## src/source/sv32_pkg.sv

```systemverilog
// ----------------------------------------------------------------------
// Sv32 address and page table entry formats
// physical addresses are 34 bits, virtual addresses are all 32 bits
// ----------------------------------------------------------------------
`default_nettype none

package sv32_pkg;

  // address and field widths
  localparam int unsigned VLEN  = 32;
  localparam int unsigned PLEN  = 34;
  localparam int unsigned PPNW  = 22;
  localparam int unsigned ASIDW = 9;

  // tlb depths
  localparam int unsigned ITLB_ENTRIES = 4;
  localparam int unsigned DTLB_ENTRIES = 4;

  // leaf page table entry, msb first as in memory
  typedef struct packed {
    logic [PPNW-1:0] ppn;
    logic [1:0]      rsw;
    logic            d;
    logic            a;
    logic            g;
    logic            u;
    logic            x;
    logic            w;
    logic            r;
    logic            v;
  } pte_t;

  // split of a virtual address for a 4 KiB page
  typedef struct packed {
    logic [9:0]  vpn1;
    logic [9:0]  vpn0;
    logic [11:0] offset;
  } va_4k_t;

  // split of a virtual address for a 4 MiB megapage
  typedef struct packed {
    logic [9:0]  vpn1;
    logic [21:0] moff;
  } va_4m_t;

  // one address word, read through either page size
  typedef union packed {
    va_4k_t k4;
    va_4m_t m4;
  } vaddr_t;

endpackage

`default_nettype wire

```

## src/source/mmu_exc_pkg.sv

```systemverilog
// ----------------------------------------------------------------------
// privilege levels and exception causes seen by the MMU
// only page faults are raised here, other causes pass through
// ----------------------------------------------------------------------
`default_nettype none

package mmu_exc_pkg;

  // field widths
  localparam int unsigned PRIVW  = 2;
  localparam int unsigned CAUSEW = 5;

  // ----------------------------------------------------------------------
  // privilege encodings (2 is reserved)
  // ----------------------------------------------------------------------
  localparam logic [PRIVW-1:0] PRIV_U = 2'd0;
  localparam logic [PRIVW-1:0] PRIV_S = 2'd1;
  localparam logic [PRIVW-1:0] PRIV_M = 2'd3;

  // ----------------------------------------------------------------------
  // mcause codes for page faults
  // ----------------------------------------------------------------------
  // fetch from a page the current mode may not execute from
  localparam logic [CAUSEW-1:0] CAUSE_INSTR_PAGE_FAULT = 5'd12;
  // load denied by the page permissions
  localparam logic [CAUSEW-1:0] CAUSE_LOAD_PAGE_FAULT  = 5'd13;
  // store denied, also covers a clear dirty bit
  localparam logic [CAUSEW-1:0] CAUSE_STORE_PAGE_FAULT = 5'd15;

endpackage

`default_nettype wire

```

## src/source/sv32_tlb.sv

```systemverilog
// ----------------------------------------------------------------------
// fully associative Sv32 TLB, 4 KiB and 4 MiB entries
// lookup is combinational, a refill shows up one cycle later
// a flush in the same cycle as a refill is applied first
// ----------------------------------------------------------------------
`timescale 1ns/1ps
`default_nettype none

module sv32_tlb #(
  parameter int unsigned TLB_ENTRIES = 4
) (
  input  logic                       clk_i,
  input  logic                       rst_ni,
  input  logic                       flush_i,
  input  logic [sv32_pkg::ASIDW-1:0] flush_asid_i,
  input  sv32_pkg::vaddr_t           flush_vaddr_i,
  input  logic                       upd_valid_i,
  input  sv32_pkg::vaddr_t           upd_vaddr_i,
  input  logic [sv32_pkg::ASIDW-1:0] upd_asid_i,
  input  logic                       upd_is_4m_i,
  input  sv32_pkg::pte_t             upd_pte_i,
  input  sv32_pkg::vaddr_t           lu_vaddr_i,
  input  logic [sv32_pkg::ASIDW-1:0] lu_asid_i,
  output sv32_pkg::pte_t             lu_pte_o,
  output logic                       lu_is_4m_o,
  output logic                       lu_hit_o
);

  localparam int unsigned IDXW = (TLB_ENTRIES > 1) ? $clog2(TLB_ENTRIES) : 1;

  // tag and pte storage
  logic [9:0]                 vpn1_q [TLB_ENTRIES];
  logic [9:0]                 vpn0_q [TLB_ENTRIES];
  logic [sv32_pkg::ASIDW-1:0] asid_q [TLB_ENTRIES];
  sv32_pkg::pte_t             pte_q  [TLB_ENTRIES];
  logic [TLB_ENTRIES-1:0]     is_4m_q;

  logic [TLB_ENTRIES-1:0] valid_q, valid_n;
  logic [TLB_ENTRIES-1:0] lu_match, fl_page, fl_asid, fl_match;
  logic [IDXW-1:0]        victim_q, wr_idx;
  logic                   free_found;
  logic                   fl_asid_zero, fl_va_zero;

  assign fl_asid_zero = (flush_asid_i == '0);
  assign fl_va_zero   = (flush_vaddr_i == '0);

  // ----------------------------------------------------------------------
  // per entry match for lookup and flush
  // ----------------------------------------------------------------------
  always_comb begin : match_comb
    for (int unsigned i = 0; i < TLB_ENTRIES; i++) begin
      // megapage entries ignore vpn0
      lu_match[i] = valid_q[i] && (vpn1_q[i] == lu_vaddr_i.k4.vpn1)
                    && (is_4m_q[i] || (vpn0_q[i] == lu_vaddr_i.k4.vpn0))
                    && (pte_q[i].g || (asid_q[i] == lu_asid_i));
      fl_page[i]  = (vpn1_q[i] == flush_vaddr_i.k4.vpn1)
                    && (is_4m_q[i] || (vpn0_q[i] == flush_vaddr_i.k4.vpn0));
      fl_asid[i]  = (asid_q[i] == flush_asid_i);
      // zero asid or zero vaddr widens the flush
      if (fl_asid_zero && fl_va_zero) fl_match[i] = 1'b1;
      else if (fl_asid_zero)          fl_match[i] = fl_page[i];
      else if (fl_va_zero)            fl_match[i] = !pte_q[i].g && fl_asid[i];
      else                            fl_match[i] = fl_page[i] && fl_asid[i];
    end
  end

  // lowest matching index wins
  always_comb begin : lookup_comb
    lu_hit_o   = 1'b0;
    lu_pte_o   = '0;
    lu_is_4m_o = 1'b0;
    for (int i = TLB_ENTRIES - 1; i >= 0; i--) begin
      if (lu_match[i]) begin
        lu_hit_o   = 1'b1;
        lu_pte_o   = pte_q[i];
        lu_is_4m_o = is_4m_q[i];
      end
    end
  end

  // ----------------------------------------------------------------------
  // flush, then pick the refill slot
  // ----------------------------------------------------------------------
  always_comb begin : refill_comb
    valid_n = flush_i ? (valid_q & ~fl_match) : valid_q;
    // lowest free slot, else the round robin victim
    free_found = 1'b0;
    wr_idx     = victim_q;
    for (int i = TLB_ENTRIES - 1; i >= 0; i--) begin
      if (!valid_n[i]) begin
        free_found = 1'b1;
        wr_idx     = IDXW'(i);
      end
    end
  end

  always_ff @(posedge clk_i or negedge rst_ni) begin : ctrl_ff
    if (!rst_ni) begin
      valid_q  <= '0;
      victim_q <= '0;
    end else begin
      valid_q <= valid_n;
      if (upd_valid_i) begin
        valid_q[wr_idx] <= 1'b1;
        // victim only moves when an entry was evicted
        if (!free_found) begin
          victim_q <= (victim_q == IDXW'(TLB_ENTRIES - 1)) ? '0 : victim_q + 1'b1;
        end
      end
    end
  end

  always_ff @(posedge clk_i) begin : entry_ff
    if (upd_valid_i) begin
      vpn1_q[wr_idx]  <= upd_vaddr_i.k4.vpn1;
      vpn0_q[wr_idx]  <= upd_vaddr_i.k4.vpn0;
      asid_q[wr_idx]  <= upd_asid_i;
      pte_q[wr_idx]   <= upd_pte_i;
      is_4m_q[wr_idx] <= upd_is_4m_i;
    end
  end

  // refills only ever install leaf entries that are valid
  a_refill_pte_valid: assert property (@(posedge clk_i) disable iff (!rst_ni)
    upd_valid_i |-> upd_pte_i.v)
    else $error("tlb refill with pte.v clear");

endmodule

`default_nettype wire

```

## src/source/instr_xlate.sv

```systemverilog
// ----------------------------------------------------------------------
// fetch address translation, purely combinational
// an ITLB miss gives no valid response until the entry is refilled
// ----------------------------------------------------------------------
`timescale 1ns/1ps
`default_nettype none

module instr_xlate (
  input  logic                            fetch_req_i,
  input  sv32_pkg::vaddr_t                fetch_vaddr_i,
  input  logic                            enable_translation_i,
  input  logic [mmu_exc_pkg::PRIVW-1:0]   priv_lvl_i,
  input  sv32_pkg::pte_t                  itlb_pte_i,
  input  logic                            itlb_is_4m_i,
  input  logic                            itlb_hit_i,
  output logic                            fetch_valid_o,
  output logic [sv32_pkg::PLEN-1:0]       fetch_paddr_o,
  output logic                            fetch_ex_valid_o,
  output logic [mmu_exc_pkg::CAUSEW-1:0]  fetch_ex_cause_o,
  output logic [sv32_pkg::VLEN-1:0]       fetch_ex_tval_o,
  output logic                            itlb_miss_o
);

  logic iaccess_err;

  // u mode needs a u page, s mode must not fetch from one
  // m mode never faults on the u bit
  assign iaccess_err = fetch_req_i
                       && (((priv_lvl_i == mmu_exc_pkg::PRIV_U) && !itlb_pte_i.u)
                       ||  ((priv_lvl_i == mmu_exc_pkg::PRIV_S) &&  itlb_pte_i.u));

  always_comb begin : fetch_comb
    // translation off, pass the address straight through
    fetch_valid_o    = fetch_req_i;
    fetch_paddr_o    = {{(sv32_pkg::PLEN - sv32_pkg::VLEN){1'b0}}, fetch_vaddr_i};
    fetch_ex_valid_o = 1'b0;
    fetch_ex_cause_o = '0;
    fetch_ex_tval_o  = '0;
    if (enable_translation_i) begin
      fetch_valid_o = 1'b0;
      // 4 KiB page
      fetch_paddr_o = {itlb_pte_i.ppn, fetch_vaddr_i.k4.offset};
      // megapage keeps vaddr bits 21:12
      if (itlb_is_4m_i) begin
        fetch_paddr_o[21:12] = fetch_vaddr_i.m4.moff[21:12];
      end
      if (itlb_hit_i) begin
        fetch_valid_o = fetch_req_i;
        if (iaccess_err) begin
          fetch_ex_valid_o = 1'b1;
          fetch_ex_cause_o = mmu_exc_pkg::CAUSE_INSTR_PAGE_FAULT;
          fetch_ex_tval_o  = fetch_vaddr_i;
        end
      end
    end
  end

  // counts fetches that need a refill
  assign itlb_miss_o = fetch_req_i && enable_translation_i && !itlb_hit_i;

  // a fault is only ever reported against a live fetch
  always_comb begin : ex_check
    a_ex_needs_req: assert (!fetch_ex_valid_o || fetch_req_i)
      else $error("fetch exception without fetch request");
  end

endmodule

`default_nettype wire

```

## src/source/data_xlate.sv

```systemverilog
// ----------------------------------------------------------------------
// load/store translation, hit and ppn in cycle 0, result in cycle 1
// a misaligned exception wins over any page fault
// control levels are sampled live in cycle 1
// ----------------------------------------------------------------------
`timescale 1ns/1ps
`default_nettype none

module data_xlate (
  input  logic                            clk_i,
  input  logic                            rst_ni,
  input  logic                            lsu_req_i,
  input  sv32_pkg::vaddr_t                lsu_vaddr_i,
  input  logic                            lsu_is_store_i,
  input  logic                            mis_valid_i,
  input  logic [mmu_exc_pkg::CAUSEW-1:0]  mis_cause_i,
  input  logic [sv32_pkg::VLEN-1:0]       mis_tval_i,
  input  logic                            en_ld_st_translation_i,
  input  logic [mmu_exc_pkg::PRIVW-1:0]   ld_st_priv_lvl_i,
  input  logic                            sum_i,
  input  sv32_pkg::pte_t                  dtlb_pte_i,
  input  logic                            dtlb_is_4m_i,
  input  logic                            dtlb_hit_i,
  output logic                            lsu_dtlb_hit_o,
  output logic [sv32_pkg::PPNW-1:0]       lsu_dtlb_ppn_o,
  output logic                            lsu_valid_o,
  output logic [sv32_pkg::PLEN-1:0]       lsu_paddr_o,
  output logic                            lsu_ex_valid_o,
  output logic [mmu_exc_pkg::CAUSEW-1:0]  lsu_ex_cause_o,
  output logic [sv32_pkg::VLEN-1:0]       lsu_ex_tval_o,
  output logic                            dtlb_miss_o
);

  // request stage
  sv32_pkg::vaddr_t                lsu_vaddr_q;
  sv32_pkg::pte_t                  dtlb_pte_q;
  logic                            lsu_req_q, lsu_is_store_q;
  logic                            dtlb_hit_q, dtlb_is_4m_q;
  logic                            mis_valid_q;
  logic [mmu_exc_pkg::CAUSEW-1:0]  mis_cause_q;
  logic [sv32_pkg::VLEN-1:0]       mis_tval_q;
  logic                            daccess_err;

  // ----------------------------------------------------------------------
  // cycle 0
  // ----------------------------------------------------------------------
  // always a hit when not translating
  assign lsu_dtlb_hit_o = en_ld_st_translation_i ? dtlb_hit_i : 1'b1;
  assign dtlb_miss_o    = lsu_req_i && en_ld_st_translation_i && !dtlb_hit_i;

  always_comb begin : ppn_comb
    lsu_dtlb_ppn_o = {{(sv32_pkg::PPNW - 20){1'b0}}, lsu_vaddr_i[31:12]};
    if (en_ld_st_translation_i) begin
      lsu_dtlb_ppn_o = dtlb_pte_i.ppn;
      // megapage, low ppn bits come from the vaddr
      if (dtlb_is_4m_i) begin
        lsu_dtlb_ppn_o[9:0] = lsu_vaddr_i.m4.moff[21:12];
      end
    end
  end

  always_ff @(posedge clk_i or negedge rst_ni) begin : req_ff
    if (!rst_ni) begin
      lsu_req_q      <= 1'b0;
      lsu_vaddr_q    <= '0;
      lsu_is_store_q <= 1'b0;
      dtlb_pte_q     <= '0;
      dtlb_hit_q     <= 1'b0;
      dtlb_is_4m_q   <= 1'b0;
      mis_valid_q    <= 1'b0;
      mis_cause_q    <= '0;
      mis_tval_q     <= '0;
    end else begin
      lsu_req_q      <= lsu_req_i;
      lsu_vaddr_q    <= lsu_vaddr_i;
      lsu_is_store_q <= lsu_is_store_i;
      dtlb_pte_q     <= dtlb_pte_i;
      dtlb_hit_q     <= dtlb_hit_i;
      dtlb_is_4m_q   <= dtlb_is_4m_i;
      // a misaligned flag without a request is ignored
      mis_valid_q    <= mis_valid_i && lsu_req_i;
      mis_cause_q    <= mis_cause_i;
      mis_tval_q     <= mis_tval_i;
    end
  end

  // ----------------------------------------------------------------------
  // cycle 1
  // ----------------------------------------------------------------------
  // s mode needs sum for u pages, u mode needs a u page
  assign daccess_err = ((ld_st_priv_lvl_i == mmu_exc_pkg::PRIV_S) && !sum_i && dtlb_pte_q.u)
                    || ((ld_st_priv_lvl_i == mmu_exc_pkg::PRIV_U) && !dtlb_pte_q.u);

  always_comb begin : result_comb
    // pass through, with whatever misaligned fault came along
    lsu_valid_o    = lsu_req_q;
    lsu_paddr_o    = {{(sv32_pkg::PLEN - sv32_pkg::VLEN){1'b0}}, lsu_vaddr_q};
    lsu_ex_valid_o = mis_valid_q;
    lsu_ex_cause_o = mis_cause_q;
    lsu_ex_tval_o  = mis_tval_q;
    if (en_ld_st_translation_i && !mis_valid_q) begin
      lsu_valid_o = 1'b0;
      lsu_paddr_o = {dtlb_pte_q.ppn, lsu_vaddr_q.k4.offset};
      if (dtlb_is_4m_q) begin
        lsu_paddr_o[21:12] = lsu_vaddr_q.m4.moff[21:12];
      end
      if (dtlb_hit_q && lsu_req_q) begin
        lsu_valid_o = 1'b1;
        // store also needs w and an already set dirty bit
        if (lsu_is_store_q && (!dtlb_pte_q.w || !dtlb_pte_q.d || daccess_err)) begin
          lsu_ex_valid_o = 1'b1;
          lsu_ex_cause_o = mmu_exc_pkg::CAUSE_STORE_PAGE_FAULT;
          lsu_ex_tval_o  = lsu_vaddr_q;
        end else if (!lsu_is_store_q && daccess_err) begin
          lsu_ex_valid_o = 1'b1;
          lsu_ex_cause_o = mmu_exc_pkg::CAUSE_LOAD_PAGE_FAULT;
          lsu_ex_tval_o  = lsu_vaddr_q;
        end
      end
    end
  end

  // every cycle 1 answer belongs to a request one cycle earlier
  a_valid_after_req: assert property (@(posedge clk_i) disable iff (!rst_ni)
    lsu_valid_o |-> $past(lsu_req_i))
    else $error("lsu_valid_o without a request in the previous cycle");

endmodule

`default_nettype wire

```

## src/source/sv32_mmu.sv

```systemverilog
// ----------------------------------------------------------------------
// Sv32 MMU front end, ITLB and DTLB with their translation paths
// no page table walker, entries come in through the refill strobes
// ----------------------------------------------------------------------
`timescale 1ns/1ps
`default_nettype none

module sv32_mmu (
  input  logic                            clk_i,
  input  logic                            rst_ni,
  // fetch side
  input  logic                            fetch_req_i,
  input  sv32_pkg::vaddr_t                fetch_vaddr_i,
  output logic                            fetch_valid_o,
  output logic [sv32_pkg::PLEN-1:0]       fetch_paddr_o,
  output logic                            fetch_ex_valid_o,
  output logic [mmu_exc_pkg::CAUSEW-1:0]  fetch_ex_cause_o,
  output logic [sv32_pkg::VLEN-1:0]       fetch_ex_tval_o,
  // load/store side
  input  logic                            lsu_req_i,
  input  sv32_pkg::vaddr_t                lsu_vaddr_i,
  input  logic                            lsu_is_store_i,
  input  logic                            mis_valid_i,
  input  logic [mmu_exc_pkg::CAUSEW-1:0]  mis_cause_i,
  input  logic [sv32_pkg::VLEN-1:0]       mis_tval_i,
  output logic                            lsu_dtlb_hit_o,
  output logic [sv32_pkg::PPNW-1:0]       lsu_dtlb_ppn_o,
  output logic                            lsu_valid_o,
  output logic [sv32_pkg::PLEN-1:0]       lsu_paddr_o,
  output logic                            lsu_ex_valid_o,
  output logic [mmu_exc_pkg::CAUSEW-1:0]  lsu_ex_cause_o,
  output logic [sv32_pkg::VLEN-1:0]       lsu_ex_tval_o,
  // control levels
  input  logic                            enable_translation_i,
  input  logic                            en_ld_st_translation_i,
  input  logic [mmu_exc_pkg::PRIVW-1:0]   priv_lvl_i,
  input  logic [mmu_exc_pkg::PRIVW-1:0]   ld_st_priv_lvl_i,
  input  logic                            sum_i,
  input  logic [sv32_pkg::ASIDW-1:0]      asid_i,
  // refill, shared by both tlbs
  input  logic                            itlb_upd_valid_i,
  input  logic                            dtlb_upd_valid_i,
  input  sv32_pkg::vaddr_t                upd_vaddr_i,
  input  logic [sv32_pkg::ASIDW-1:0]      upd_asid_i,
  input  logic                            upd_is_4m_i,
  input  sv32_pkg::pte_t                  upd_pte_i,
  // flush, applied to both tlbs
  input  logic                            flush_tlb_i,
  input  logic [sv32_pkg::ASIDW-1:0]      flush_asid_i,
  input  sv32_pkg::vaddr_t                flush_vaddr_i,
  // miss pulses
  output logic                            itlb_miss_o,
  output logic                            dtlb_miss_o
);

  sv32_pkg::pte_t itlb_pte, dtlb_pte;
  logic           itlb_is_4m, itlb_hit;
  logic           dtlb_is_4m, dtlb_hit;

  sv32_tlb #(.TLB_ENTRIES(sv32_pkg::ITLB_ENTRIES)) i_itlb (
    .clk_i, .rst_ni,
    .flush_i (flush_tlb_i), .flush_asid_i, .flush_vaddr_i,
    .upd_valid_i (itlb_upd_valid_i), .upd_vaddr_i, .upd_asid_i, .upd_is_4m_i, .upd_pte_i,
    .lu_vaddr_i (fetch_vaddr_i), .lu_asid_i (asid_i),
    .lu_pte_o (itlb_pte), .lu_is_4m_o (itlb_is_4m), .lu_hit_o (itlb_hit)
  );

  sv32_tlb #(.TLB_ENTRIES(sv32_pkg::DTLB_ENTRIES)) i_dtlb (
    .clk_i, .rst_ni,
    .flush_i (flush_tlb_i), .flush_asid_i, .flush_vaddr_i,
    .upd_valid_i (dtlb_upd_valid_i), .upd_vaddr_i, .upd_asid_i, .upd_is_4m_i, .upd_pte_i,
    .lu_vaddr_i (lsu_vaddr_i), .lu_asid_i (asid_i),
    .lu_pte_o (dtlb_pte), .lu_is_4m_o (dtlb_is_4m), .lu_hit_o (dtlb_hit)
  );

  instr_xlate i_instr_xlate (
    .fetch_req_i, .fetch_vaddr_i, .enable_translation_i, .priv_lvl_i,
    .itlb_pte_i (itlb_pte), .itlb_is_4m_i (itlb_is_4m), .itlb_hit_i (itlb_hit),
    .fetch_valid_o, .fetch_paddr_o, .fetch_ex_valid_o, .fetch_ex_cause_o,
    .fetch_ex_tval_o, .itlb_miss_o
  );

  data_xlate i_data_xlate (
    .clk_i, .rst_ni, .lsu_req_i, .lsu_vaddr_i, .lsu_is_store_i,
    .mis_valid_i, .mis_cause_i, .mis_tval_i,
    .en_ld_st_translation_i, .ld_st_priv_lvl_i, .sum_i,
    .dtlb_pte_i (dtlb_pte), .dtlb_is_4m_i (dtlb_is_4m), .dtlb_hit_i (dtlb_hit),
    .lsu_dtlb_hit_o, .lsu_dtlb_ppn_o, .lsu_valid_o, .lsu_paddr_o,
    .lsu_ex_valid_o, .lsu_ex_cause_o, .lsu_ex_tval_o, .dtlb_miss_o
  );

endmodule

`default_nettype wire

```

## config.mk

```make
export PLATFORM = sky130hd
export DESIGN_NAME = sv32_mmu
export DESIGN_NICKNAME = d
export VERILOG_FILES = /design/src/source/sv32_pkg.sv /design/src/source/mmu_exc_pkg.sv /design/src/source/sv32_tlb.sv /design/src/source/instr_xlate.sv /design/src/source/data_xlate.sv /design/src/source/sv32_mmu.sv
export SDC_FILE = /design/constraint.sdc
export NUM_CORES = 1
export LEC_CHECK = 0
export BUFFER_PORTS_ARGS = -buffer_cell sky130_fd_sc_hd__buf_2
export CAP_MARGIN = 20
export CORE_MARGIN = 5
export CORE_UTILIZATION = 50
export CTS_CLUSTER_DIAMETER = 40
export DETAILED_ROUTE_END_ITERATION = 12
export PLACE_DENSITY = 0.72
export SYNTH_ARGS = -nofsm -noshare
export SYNTH_HDL_FRONTEND = slang
export SYNTH_SLANG_ARGS = --single-unit
```

## constraint.sdc

```tcl
create_clock -name clk_i -period 5.5 [get_ports clk_i]
set_input_delay 0 -clock clk_i [delete_from_list [all_inputs] [get_ports clk_i]]
set_output_delay 0 -clock clk_i [all_outputs]
set_load 0.02 [all_outputs]
```

==> qor.txt <==
CP Capture Type: output pin
Critical path class: reg -> out
Port bufs: 390
GR Util met2: 0.440
Slew Viols, Final: 0
Fmax: 0.214 GHz
Area Growth Syn to Fin: 23.9%
Nets: 2663
Drt pass-1 iters: 5
WL final: 78800 µm
Multi-input gate area: 0.00937 mm²
Max-slew headroom: 0.367
Ports: 412
Tcrit/Tclk final: 0.848
Gpl congestion: 0.912
Worst-margin pin slew: 947 ps
Register bit count reported by yosys: 551
Commonest non-fill, non-tap cell in the layout: edfxtp_1
Synth area leaders: edfxtp_1 (50%), dfrtp_1 (11%), xor2_1 (9.2%)
Async SR Flop Fraction: 0.201
Initial cell density of the core: 0.503
Remaining DRCs: 0
Share of cells above drive strength 1: 0.278
Setup TNS: 0 ps
CTS root buf: clkbuf_16
Routed Antenna Nets: 0
Most frequent cells in the layout: edfxtp_1 (440), buf_2 (389), xor2_1 (276)
CTS tree: done
Post-synth EDFFs: 440
Count of cell types in the netlist: 70
Worst hold path type: in -> reg
CTS buffer count: 77
Largest net degree at the start of global routing: 58
Core Region: 0.0523 mm²
GR Layer Usage met1: 0.355
Final setup fails: 0
First-pass GRT wire length: 116000 µm
Initial antenna violation count: 3
HPWL after DPL: 53500 µm
Avg Cell Area, Syn: 13.5 µm²
CTS max path bufs: 3
Post-synthesis cell area: 0.0263 mm²
Via count: 18200
Row Count: 84
Fill count: 3931
Syn. warnings: 0
Total gr overflow: 0
Clk_skew: 28.8 ps
Maximum vdd ir drop: 0.000200 V
Worst Path Arrival: 4660 ps
Hold-fix buffers, CTS: 135
Chip width: 239 µm
Chip height: 239 µm
Critical Path RT: 5500 ps
Status: complete, no violations
Final min period: 4660 ps
Busiest grt layer: met2
Clk_lat worst skew: 610 ps
Routed vias/inst: 5.74
Vias in the first global route: 19000
Final Cell Area: 0.0326 mm²
Leakage: 12.6 nW
Leading area contributor after synthesis: edfxtp_1
Post-CTS Resized: 0
Endpoints failing hold: 0
Drt wl/cell: 24.9 µm
Register area share after synthesis: 0.608
Cell Pwr Density: 382 mW/mm²
Final hold slack: 33.1 ps
RSZ-0062 raised after global routing: false
Max-cap check violation count: 0
GRT met3 Usage: 0.0458
CTS Sinks: 551
Total GRT Usage: 0.269
Reg clk slew, reported paths: 60 ps
Critical path startpoint category: flop
Initial DRC Count: 1426
Register area: 0.0160 mm²
DP Area: 0.0285 mm²
Total die area: 0.0573 mm²
Hold Path Cell Cnt: 2
CTS H-tree depth: 3
R2R depth: 7
Syn Inst Count: 1946
Postcts setup bufs: 0
Share of the synthesized area in the top cell type: 0.502
CP max FO: 37
Most used DFF post-synth: edfxtp_1
## final timing paths
kind	start	to	slack [ps]
worst max register to register	i_dtlb.asid_q[3][8]	i_dtlb.vpn0_q[3][2]	1870
max in group asynchronous	rst_ni	i_data_xlate.lsu_vaddr_q[19]	3840
worst min-delay path	mis_tval_i[4]	i_data_xlate.mis_tval_q[4]	30
worst max-delay path	i_itlb.asid_q[1][7]	fetch_ex_tval_o[15]	840
min in group asynchronous	rst_ni	i_data_xlate.dtlb_pte_q[31]	480
worst min register to register	i_dtlb.pte_q[0][7]	i_data_xlate.dtlb_pte_q[7]	460
## worst max-delay path, stage by stage, from the launching register on
cell	delay (ps)
edfxtp_1	420
xnor2_1	180
nand3_1	150
o41ai_2	610
o211a_1	250
buf_4	380
nor2_1	180
buf_6	190
a32oi_2	360
xor2_4	700
buf_4	340
nor3b_2	70
buf_2	190
## registers in the layout, indices dropped and copies added (netlist names), 5 cells and up
signal and flops:
i_dtlb.vpn1_q 40, i_itlb.asid_q 36, i_data_xlate.mis_tval_q 32, i_itlb.vpn0_q 40, i_data_xlate.mis_cause_q 5, i_data_xlate.lsu_vaddr_q 32
i_dtlb.vpn0_q 40, i_itlb.vpn1_q 40, i_data_xlate.dtlb_pte_q 25, i_dtlb.pte_q 104, i_dtlb.asid_q 36, i_itlb.pte_q 96
## per-layer routing
metal  share of wire  vias up
met2            0.48      933
li1                -     7965
met1            0.40     9079
met4           0.043        6
met3           0.080      226
met5         0.00043        -
## power by group
group / switching [W] / internal [W]
logic: 0.00113 / 0.000664
clock network: 0.00194 / 0.00313
registers: 0.000321 / 0.00526
total: 0.00339 / 0.00906
## synthesized netlist by cell type (27+ instances only)
cell / number
buf_2: 71
edfxtp_1: 440
dfrtp_1: 111
nand2_1: 104
xor2_1: 276
xnor2_1: 181
nand3_1: 41
a21oi_1: 64
inv_1: 40
buf_4: 39
nand4_1: 50
nor3b_2: 27
nor4_1: 71
clkbuf_1: 35
mux2_2: 65
## kinds of logic (layout without fill, tap and decap cells)
| kind of cell | count (synthesis) | after routing | share of synthesized area |
|---|---|---|---|
| adder cells (fa/ha/maj) | 2 | 2 | 0.000951 |
| AND/OR/NAND/NOR | 420 | 420 | 0.0948 |
| AO/OA/AOI/OAI | 216 | 216 | 0.0581 |
| buffers and inverters | 200 | 734 | 0.0404 |
| other | 1 | 5 | 0.000143 |
| multiplexers | 91 | 91 | 0.0406 |
| flip-flops | 551 | 551 | 0.608 |
| XOR/XNOR | 465 | 465 | 0.157 |
## final cells by class
cell class / count / share of cell area
clock inverters: 52 / 0.0188
flip-flops and latches: 551 / 0.491
inverters: 40 / 0.00461
diodes: 2 / 0.000154
repair buffers: 553 / 0.109
multi-input cells: 1197 / 0.287
clock buffers: 89 / 0.0631
well taps: 688 / 0.0264
## through the flow
step | setup WS (ps) | power (W) | instances | util
3_3_place_gp | 1490 | 0.00729 | 2893 | 0.545
3_5_place_dp | 1350 | 0.00737 | 2893 | 0.545
6_report | 835 | 0.0125 | 3172 | 0.623
4_1_cts | 693 | 0.0125 | 3169 | 0.622
2_1_floorplan | 572 | 0.00674 | 1948 | -
5_1_grt | 625 | 0.0129 | 3170 | 0.622
Power figures use the tool's default switching activity.
